===== src/hw/sdram_pkg.sv =====
// shared widths, memory timing, address and request types; imported by every controller module
package sdram_pkg;

  localparam int ROW_W  = 12;
  localparam int BANK_W = 2;
  localparam int COL_W  = 8;
  localparam int DATA_W = 32;
  localparam int BE_W   = 4;

  // memory timing in clk0 cycles
  localparam int TRCD_CYC  = 2;
  localparam int TRP_CYC   = 2;
  localparam int TRAS_CYC  = 5;
  localparam int TWR_CYC   = 2;
  localparam int TRFC_CYC  = 6;
  localparam int TREFI_CYC = 200;
  localparam int INIT_CYC  = 40;
  localparam int CAS_LAT   = 2;
  localparam int TMRD_CYC  = 2;     // load-mode to next command

  localparam int ACT2COL_CYC = TRCD_CYC + 1;   // ACT, then TRCD_CYC NOPs
  localparam int RD2PRE_CYC  = (TRAS_CYC > ACT2COL_CYC) ? TRAS_CYC - ACT2COL_CYC : 1;
  localparam int WR2PRE_CYC  = (TWR_CYC + 1 > RD2PRE_CYC) ? TWR_CYC + 1 : RD2PRE_CYC;
  // longest ACT..next command, bounds how late a pending refresh can go out
  localparam int MAX_ACCESS_CYC = ACT2COL_CYC + WR2PRE_CYC + TRP_CYC + 2;

  localparam int WAIT_W = 8;                      // holds INIT_CYC and every gap
  localparam int REFI_W = $clog2(TREFI_CYC + 1);

  // a[6:4] cas 2, a[3] sequential, a[2:0] burst of 2
  localparam logic [ROW_W-1:0] MODE_WORD = 12'h021;

  typedef struct packed {
    logic [31-ROW_W-BANK_W-COL_W:0] rsvd;
    logic [ROW_W-1:0]               row;
    logic [BANK_W-1:0]              bank;
    logic [COL_W-1:0]               col;     // bit 0 picks the beat
  } sdram_addr_fields_t;

  typedef union packed {
    logic [31:0]        linear;   // what the application drives
    sdram_addr_fields_t fields;   // what the sequencer decodes
  } sdram_addr_u;

  typedef struct packed {
    logic              rnw;
    sdram_addr_u       addr;
    logic [DATA_W-1:0] data0;
    logic [DATA_W-1:0] data1;
    logic [BE_W-1:0]   be0;
    logic [BE_W-1:0]   be1;
  } sdram_req_t;

  // encoded as {ras_n, cas_n, we_n}
  typedef enum logic [2:0] {
    CMD_LMR = 3'b000,
    CMD_REF = 3'b001,
    CMD_PRE = 3'b010,
    CMD_ACT = 3'b011,
    CMD_WR  = 3'b100,
    CMD_RD  = 3'b101,
    CMD_NOP = 3'b111
  } sdram_cmd_e;

endpackage


===== src/hw/sdram_app_port.sv =====
// application command port; turns a command pulse and its write beats into one queued request
module sdram_app_port (
  input  logic                          clk0,
  input  logic                          rst_n,
  input  logic                          app_cmd_valid,
  input  logic                          app_cmd_rnw,
  input  logic [31:0]                   app_cmd_addr,
  input  logic [sdram_pkg::DATA_W-1:0]  app_wr_data,
  input  logic [sdram_pkg::BE_W-1:0]    app_wr_be,
  input  logic                          phy_rdy,
  output logic                          app_cmd_full,
  output logic                          port_req,
  input  logic                          port_ack,
  output sdram_pkg::sdram_req_t         port_item
);

  typedef enum logic [1:0] {P_IDLE, P_BEAT, P_REQ, P_REL} port_state_e;

  port_state_e state;
  logic        ready;
  logic        accept;

  // free once the queue has dropped ack on the last handshake
  assign ready        = (state == P_IDLE) || (state == P_REL && !port_ack);
  assign app_cmd_full = !phy_rdy || !ready;
  assign accept       = app_cmd_valid && !app_cmd_full;
  assign port_req     = (state == P_REQ);

  always_ff @(posedge clk0 or negedge rst_n) begin
    if (!rst_n) begin
      state <= P_IDLE;
    end else if (accept) begin
      state <= app_cmd_rnw ? P_REQ : P_BEAT;   // writes wait for beat 2
    end else begin
      case (state)
        P_BEAT:  state <= P_REQ;
        P_REQ:   if (port_ack) state <= P_REL;
        P_REL:   if (!port_ack) state <= P_IDLE;
        default: state <= P_IDLE;
      endcase
    end
  end

  always_ff @(posedge clk0) begin
    if (accept) begin
      port_item.rnw         <= app_cmd_rnw;
      port_item.addr.linear <= app_cmd_addr;
      port_item.data0       <= app_wr_data;
      port_item.be0         <= app_wr_be;
    end
    if (state == P_BEAT) begin
      port_item.data1 <= app_wr_data;   // second beat, cycle after the pulse
      port_item.be1   <= app_wr_be;
    end
  end

  a_no_pulse_when_full: assert property (
    @(posedge clk0) disable iff (!rst_n) app_cmd_valid |-> !app_cmd_full
  ) else $error("command pulse while app_cmd_full is high");

endmodule


===== src/hw/sdram_cmd_queue.sv =====
// request FIFO between the application port and the sequencer, four-phase req/ack on both sides
module sdram_cmd_queue #(
  parameter int DEPTH = 4   // power of two
) (
  input  logic                  clk0,
  input  logic                  rst_n,
  input  logic                  port_req,
  output logic                  port_ack,
  input  sdram_pkg::sdram_req_t port_item,
  output logic                  seq_req,
  input  logic                  seq_ack,
  output sdram_pkg::sdram_req_t seq_item
);
  import sdram_pkg::*;

  localparam int AW = $clog2(DEPTH);

  sdram_req_t    mem [DEPTH];
  logic [AW-1:0] wr_ptr;
  logic [AW-1:0] rd_ptr;
  logic [AW:0]   count;
  logic          push;
  logic          pop;

  // no ack while full, the port just keeps req up
  assign push     = port_req && !port_ack && (count != (AW + 1)'(DEPTH));
  assign pop      = seq_req && seq_ack;
  assign seq_item = mem[rd_ptr];

  always_ff @(posedge clk0) begin
    if (push) begin
      mem[wr_ptr] <= port_item;
    end
  end

  always_ff @(posedge clk0 or negedge rst_n) begin
    if (!rst_n) begin
      port_ack <= 1'b0;
      seq_req  <= 1'b0;
      wr_ptr   <= '0;
      rd_ptr   <= '0;
      count    <= '0;
    end else begin
      if (push) begin
        port_ack <= 1'b1;
        wr_ptr   <= wr_ptr + 1'b1;   // wraps, depth is a power of two
      end else if (port_ack && !port_req) begin
        port_ack <= 1'b0;
      end

      if (pop) begin
        seq_req <= 1'b0;
        rd_ptr  <= rd_ptr + 1'b1;
      end else if (!seq_req && !seq_ack && count != '0) begin
        seq_req <= 1'b1;             // offer head once the last ack is gone
      end

      case ({push, pop})
        2'b10:   count <= count + 1'b1;
        2'b01:   count <= count - 1'b1;
        default: count <= count;
      endcase
    end
  end

  a_count_bound: assert property (
    @(posedge clk0) disable iff (!rst_n) count <= (AW + 1)'(DEPTH)
  ) else $error("queue count above DEPTH");

  // head must not move under a pending request
  a_head_stable: assert property (
    @(posedge clk0) disable iff (!rst_n) seq_req && !seq_ack |=> $stable(seq_item)
  ) else $error("seq_item changed while seq_req was high");

endmodule


===== src/hw/sdram_ctrl_top.sv =====
// controller top level; ties application port, request queue and sequencer to the pins
module sdram_ctrl_top (
  input  logic                          clk0,
  input  logic                          rst_n,
  input  logic                          app_cmd_valid,
  input  logic                          app_cmd_rnw,
  input  logic [31:0]                   app_cmd_addr,
  input  logic [sdram_pkg::DATA_W-1:0]  app_wr_data,
  input  logic [sdram_pkg::BE_W-1:0]    app_wr_be,
  output logic                          app_cmd_full,
  output logic [sdram_pkg::DATA_W-1:0]  app_rd_data,
  output logic                          app_rd_valid,
  output logic                          phy_rdy,
  output logic                          dram_cs_n,
  output logic                          dram_ras_n,
  output logic                          dram_cas_n,
  output logic                          dram_we_n,
  output logic [sdram_pkg::BANK_W-1:0]  dram_ba,
  output logic [sdram_pkg::ROW_W-1:0]   dram_a,
  output logic [sdram_pkg::DATA_W-1:0]  dram_dq_out,
  output logic                          dram_dq_oe,
  output logic [sdram_pkg::BE_W-1:0]    dram_dm,
  input  logic [sdram_pkg::DATA_W-1:0]  dram_dq_in
);
  import sdram_pkg::*;

  logic       port_req;
  logic       port_ack;
  sdram_req_t port_item;
  logic       seq_req;
  logic       seq_ack;
  sdram_req_t seq_item;

  // port and link names match across all three blocks
  sdram_app_port  u_app_port  (.*);
  sdram_cmd_queue u_cmd_queue (.*);
  sdram_sequencer u_sequencer (.*);

endmodule


===== src/hw/sdram_sequencer.sv =====
// SDRAM command sequencer; power-up, periodic refresh and close-page accesses on the memory pins
module sdram_sequencer (
  input  logic                          clk0,
  input  logic                          rst_n,
  input  logic                          seq_req,
  output logic                          seq_ack,
  input  sdram_pkg::sdram_req_t         seq_item,
  output logic                          phy_rdy,
  output logic [sdram_pkg::DATA_W-1:0]  app_rd_data,
  output logic                          app_rd_valid,
  output logic                          dram_cs_n,
  output logic                          dram_ras_n,
  output logic                          dram_cas_n,
  output logic                          dram_we_n,
  output logic [sdram_pkg::BANK_W-1:0]  dram_ba,
  output logic [sdram_pkg::ROW_W-1:0]   dram_a,
  output logic [sdram_pkg::DATA_W-1:0]  dram_dq_out,
  output logic                          dram_dq_oe,
  output logic [sdram_pkg::BE_W-1:0]    dram_dm,
  input  logic [sdram_pkg::DATA_W-1:0]  dram_dq_in
);
  import sdram_pkg::*;

  // each state waits out the gap after the command that entered it
  typedef enum logic [3:0] {
    ST_INIT, ST_IPRE, ST_IREF1, ST_IREF2, ST_ILMR,
    ST_IDLE, ST_ACT, ST_COL, ST_PRE, ST_REF
  } seq_state_e;

  seq_state_e        state;
  sdram_cmd_e        cmd_q;
  sdram_req_t        cur;
  logic [WAIT_W-1:0] wait_cnt;
  logic [REFI_W-1:0] refi_cnt;
  logic              ref_pend;
  logic              wr_beat2;
  logic [CAS_LAT:0]  rd_sh;
  logic              wait_done;
  logic              take;
  logic              col_go;
  logic              rd_cap;
  logic              is_act;
  logic              is_col;
  logic              is_ref;

  assign wait_done = (wait_cnt == '0);
  assign take      = (state == ST_IDLE) && !ref_pend && seq_req && !seq_ack;
  assign col_go    = (state == ST_ACT) && wait_done;
  assign rd_cap    = rd_sh[CAS_LAT-1] | rd_sh[CAS_LAT];   // both beats of the burst
  assign {dram_ras_n, dram_cas_n, dram_we_n} = cmd_q;

  always_ff @(posedge clk0 or negedge rst_n) begin
    if (!rst_n) begin
      state      <= ST_INIT;
      wait_cnt   <= WAIT_W'(INIT_CYC - 1);
      cmd_q      <= CMD_NOP;
      dram_cs_n  <= 1'b1;
      dram_ba    <= '0;
      dram_a     <= '0;
      dram_dq_oe <= 1'b0;
      wr_beat2   <= 1'b0;
      seq_ack    <= 1'b0;
      phy_rdy    <= 1'b0;
      refi_cnt   <= '0;
      ref_pend   <= 1'b0;
    end else begin
      cmd_q      <= CMD_NOP;     // deselected unless a command goes out
      dram_cs_n  <= 1'b1;
      dram_dq_oe <= wr_beat2;
      wr_beat2   <= 1'b0;
      if (!wait_done) begin
        wait_cnt <= wait_cnt - 1'b1;
      end
      if (seq_ack && !seq_req) begin
        seq_ack <= 1'b0;
      end
      if (phy_rdy) begin
        if (refi_cnt == REFI_W'(TREFI_CYC - 1)) begin
          refi_cnt <= '0;
          ref_pend <= 1'b1;
        end else begin
          refi_cnt <= refi_cnt + 1'b1;
        end
      end

      case (state)
        ST_INIT: if (wait_done) begin
          cmd_q      <= CMD_PRE;
          dram_cs_n  <= 1'b0;
          dram_a     <= ROW_W'(1 << 10);   // a10, all banks
          wait_cnt   <= WAIT_W'(TRP_CYC - 1);
          state      <= ST_IPRE;
        end
        ST_IPRE, ST_IREF1: if (wait_done) begin
          cmd_q      <= CMD_REF;
          dram_cs_n  <= 1'b0;
          wait_cnt   <= WAIT_W'(TRFC_CYC - 1);
          state      <= (state == ST_IPRE) ? ST_IREF1 : ST_IREF2;
        end
        ST_IREF2: if (wait_done) begin
          cmd_q      <= CMD_LMR;
          dram_cs_n  <= 1'b0;
          dram_ba    <= '0;
          dram_a     <= MODE_WORD;
          wait_cnt   <= WAIT_W'(TMRD_CYC - 1);
          state      <= ST_ILMR;
        end
        ST_ILMR: if (wait_done) begin
          phy_rdy    <= 1'b1;
          state      <= ST_IDLE;
        end
        ST_IDLE: begin
          if (ref_pend) begin
            cmd_q     <= CMD_REF;   // refresh wins over a waiting request
            dram_cs_n <= 1'b0;
            ref_pend  <= 1'b0;
            wait_cnt  <= WAIT_W'(TRFC_CYC - 1);
            state     <= ST_REF;
          end else if (take) begin
            cmd_q     <= CMD_ACT;
            dram_cs_n <= 1'b0;
            dram_ba   <= seq_item.addr.fields.bank;
            dram_a    <= seq_item.addr.fields.row;
            seq_ack   <= 1'b1;
            wait_cnt  <= WAIT_W'(ACT2COL_CYC - 1);
            state     <= ST_ACT;
          end
        end
        ST_ACT: if (col_go) begin
          cmd_q      <= cur.rnw ? CMD_RD : CMD_WR;
          dram_cs_n  <= 1'b0;
          dram_ba    <= cur.addr.fields.bank;
          // burst aligned column, a10 low so no auto precharge
          dram_a     <= ROW_W'({cur.addr.fields.col[COL_W-1:1], 1'b0});
          dram_dq_oe <= !cur.rnw;
          wr_beat2   <= !cur.rnw;
          wait_cnt   <= cur.rnw ? WAIT_W'(RD2PRE_CYC - 1) : WAIT_W'(WR2PRE_CYC - 1);
          state      <= ST_COL;
        end
        ST_COL: if (wait_done) begin
          cmd_q      <= CMD_PRE;
          dram_cs_n  <= 1'b0;
          dram_ba    <= cur.addr.fields.bank;
          dram_a     <= '0;                 // this bank only
          wait_cnt   <= WAIT_W'(TRP_CYC - 1);
          state      <= ST_PRE;
        end
        ST_PRE, ST_REF: if (wait_done) begin
          state      <= ST_IDLE;
        end
        default: state <= ST_IDLE;
      endcase
    end
  end

  always_ff @(posedge clk0) begin
    if (take) begin
      cur <= seq_item;
    end
    if (col_go) begin
      dram_dq_out <= cur.data0;
      dram_dm     <= cur.rnw ? '0 : ~cur.be0;   // mask is active low enable
    end else if (wr_beat2) begin
      dram_dq_out <= cur.data1;
      dram_dm     <= ~cur.be1;
    end
    if (rd_cap) begin
      app_rd_data <= dram_dq_in;
    end
  end

  // read return, one cycle after each sampled beat
  always_ff @(posedge clk0 or negedge rst_n) begin
    if (!rst_n) begin
      rd_sh        <= '0;
      app_rd_valid <= 1'b0;
    end else begin
      rd_sh        <= {rd_sh[CAS_LAT-1:0], is_col && dram_we_n};
      app_rd_valid <= rd_cap;
    end
  end

  assign is_act = !dram_cs_n && (cmd_q == CMD_ACT);
  assign is_col = !dram_cs_n && (cmd_q == CMD_RD || cmd_q == CMD_WR);
  assign is_ref = !dram_cs_n && (cmd_q == CMD_REF);

  a_act_to_col: assert property (
    @(posedge clk0) disable iff (!rst_n) is_act |=> (!is_col) [*(TRCD_CYC - 1)]
  ) else $error("RD/WR closer than TRCD_CYC to ACT");

  a_refresh_late: assert property (
    @(posedge clk0) disable iff (!rst_n) $rose(ref_pend) |-> ##[1:MAX_ACCESS_CYC] is_ref
  ) else $error("refresh held off longer than one access");

endmodule


===== config.mk =====
export PLATFORM = sky130hd
export DESIGN_NAME = sdram_ctrl_top
export DESIGN_NICKNAME = d
export VERILOG_FILES = /design/src/hw/sdram_pkg.sv /design/src/hw/sdram_app_port.sv /design/src/hw/sdram_cmd_queue.sv /design/src/hw/sdram_ctrl_top.sv /design/src/hw/sdram_sequencer.sv
export SDC_FILE = /design/constraint.sdc
export NUM_CORES = 1
export LEC_CHECK = 0
export BUFFER_PORTS_ARGS = -buffer_cell sky130_fd_sc_hd__buf_2
export CAP_MARGIN = 25
export CORE_MARGIN = 2
export CORE_UTILIZATION = 55
export CTS_CLUSTER_DIAMETER = 40
export DETAILED_ROUTE_END_ITERATION = 10
export GPL_TIMING_DRIVEN = 1
export HOLD_SLACK_MARGIN = 0.06
export PLACE_DENSITY = 0.74
export SYNTH_ARGS = -nofsm -noshare
export SYNTH_HDL_FRONTEND = slang
export SYNTH_HIERARCHICAL = 1
export SYNTH_SLANG_ARGS = --single-unit

===== constraint.sdc =====
create_clock -name clk0 -period 8.45 [get_ports clk0]
set_input_delay 1.69 -clock clk0 [delete_from_list [all_inputs] [get_ports clk0]]
set_output_delay 1.69 -clock clk0 [all_outputs]
set_load 0.02 [all_outputs]

==> flow_summary.ini <==
[die]
rows = 77
initial_core_util = 0.555
fp.dieW_um = 215
die_area_um2 = 46200
coreArea_um2 = 44000
num_io_pins = 194
die_h_um = 215

[clock_network]
clkTransAtPathRegs_ns = 0.06
cts_tree = done
cts_buffers = 79
ctsHoldBuffers = 0
htreeDepth = 3
clock-sinks = 678
cts_max_path_buffers = 3
clock-root-buffer = clkbuf_16
worst_skew_pair.late_latency_ns = 0.60
postCtsSetupRepairBufs = 0
post_cts_resized = 0

[route]
dr.pass1.iters = 5
dr_total_vias = 11000
drt_iter0_markers = 802
post_drt_wl_per_cell_um = 22.2
postRouteAntennaNets = 0
routed_wl_um = 43900
drc = 0
viasPerCell = 5.57

[status]
status = completed

[sta]
fmax_ghz = 0.252
rsz0062_at_grt = no
fin_setup_tns_ns = 0
slew_headroom = 0.306
post-route-period-util = 0.471
skew_ns = 0.0149
setup_viol = 0
period_needed_ns = 3.98
hold_viol_final = 0
tightest_slew_ns = 1.04
maxSlewViolCount = 0

[worst_setup_path]
crit_top_cell = buf_4
critPathKind = reg -> reg
rr_worst_depth = 5
crit_fanout = 44
r2r-start = u_sequencer/state[2]
cp_slowest_cell = nand2b_2
crit_path_start_kind = register
worstPathCellList = nor4bb_2 -> buf_4 -> nand3_4 -> nand2b_2 -> buf_4
crit_family = simple AND/OR/NAND/NOR gates
worst-path-buf-inv = 2
regToRegSetupSlack_ns = 4.47
cp.arrival_ns = 4.23
r2r-end = u_sequencer/dram_dq_out[16]
max_stage_delay_ns = 0.93
crit_path_end_kind = register
required_ns = 8.70

[layout]
nNetsFinal = 1442
drive_gt1_frac = 0.324
final_cell_mix = edfxtp_1, buf_2, mux4_2, clkbuf_16, dfrtp_1
layout_commonest_cell = edfxtp_1
final_util = 0.655
area_growth_pct = 17.9

[grt]
grt_first_pass_wirelength_um = 67400
antenna_found_initial = 2
grtUsageTotal = 0.194
grt_max_degree = 65
grt_pass1_vias = 11700
overflow = 0

[pwr]
powerDensity_nw_per_um2 = 338
ir_worst_vdd_mv = 0.204
leakage_nw = 9.97

[synth]
synth_nets = 1205
syn_inst = 1087
ys_warn_count = 6
avgSynthCellArea_um2 = 22.5
syn_area_um2 = 24500

[placement]
dpl.hpwl_um = 23700
port-buffer-count = 182
gp_congestion = 0.865

[run]
drv_cap = 0

[worst_hold_path]
hp-class = reg -> reg
holdCritStartpoint = u_sequencer/rd_sh[0]
holdPathStages = 0
hold_end = u_sequencer/rd_sh[1]
==> per-stage QoR <==
stage	instances	instance area (um^2)	power (W)	setup WS (ns)	hold WS (ns)
after floorplan	1087	24500	0.00588	1.18	0.331
after global placement	1831	26000	0.00624	4.55	0.341
after detailed placement	1834	26100	0.00636	4.44	0.344
after CTS	1975	28800	0.00983	4.46	0.355
after global routing	1976	28800	0.0101	4.30	0.367
final	1977	28800	0.00973	4.47	0.350
==> layer usage <==
metal	global-route usage	up-vias	routed length (um)
li1	-	4894	-
met1	0.251	5684	18000
met2	0.333	351	22500
met3	0.0360	83	2360
met4	0.0704	2	1030
met5	0	-	13
==> worst max path at each step <==
stage	from	end	slack, ns	depth (start not counted)
after floorplan	u_sequencer/state[3]	u_sequencer/state[1]	1.18	4
after global placement	u_sequencer/state[2]	u_sequencer/dram_dq_out[12]	4.55	5
after detailed placement	u_sequencer/state[2]	u_sequencer/dram_dq_out[15]	4.44	5
after CTS	u_sequencer/state[2]	u_sequencer/dram_dq_out[16]	4.46	5
after global routing	u_sequencer/state[2]	u_sequencer/dram_dq_out[16]	4.30	5
final	u_sequencer/state[2]	u_sequencer/dram_dq_out[16]	4.47	5
==> area by class of cell <==
cell class	instances	area [um^2]
clock inverters	53	662
inverters	19	72.6
clock buffers	88	2060
repair buffers	198	1090
fillers	2864	15200
multi-input cells	348	4120
flip-flops and latches	678	20100
diodes	1	2.50
well taps	592	741
==> registers in the layout, summed over array words and instances (netlist names), 2 cells and up <==
| name | count |
|---|---|
| u_cmd_queue/wr_ptr | 2 |
| u_sequencer/wait_cnt | 8 |
| u_sequencer/cmd_q | 3 |
| u_sequencer/state | 4 |
| u_sequencer/app_rd_data | 32 |
| u_sequencer/dram_a | 12 |
| u_app_port/port_item | 94 |
| u_sequencer/cur | 82 |
| u_sequencer/refi_cnt | 8 |
| u_sequencer/dram_dq_out | 32 |
| u_cmd_queue/rd_ptr | 2 |
| u_sequencer/dram_ba | 2 |
| u_sequencer/dram_dm | 4 |
| u_cmd_queue/count | 3 |
| u_cmd_queue/mem | 376 |
| u_app_port/state | 2 |
| u_sequencer/rd_sh | 3 |
==> power breakdown <==
group          total, W  internal (W)  switching (W)
combinational   0.00152      0.000708       0.000808
clock           0.00346       0.00210        0.00135
sequential      0.00476       0.00443       0.000326
Note: power is estimated with default switching activity, not from simulation.
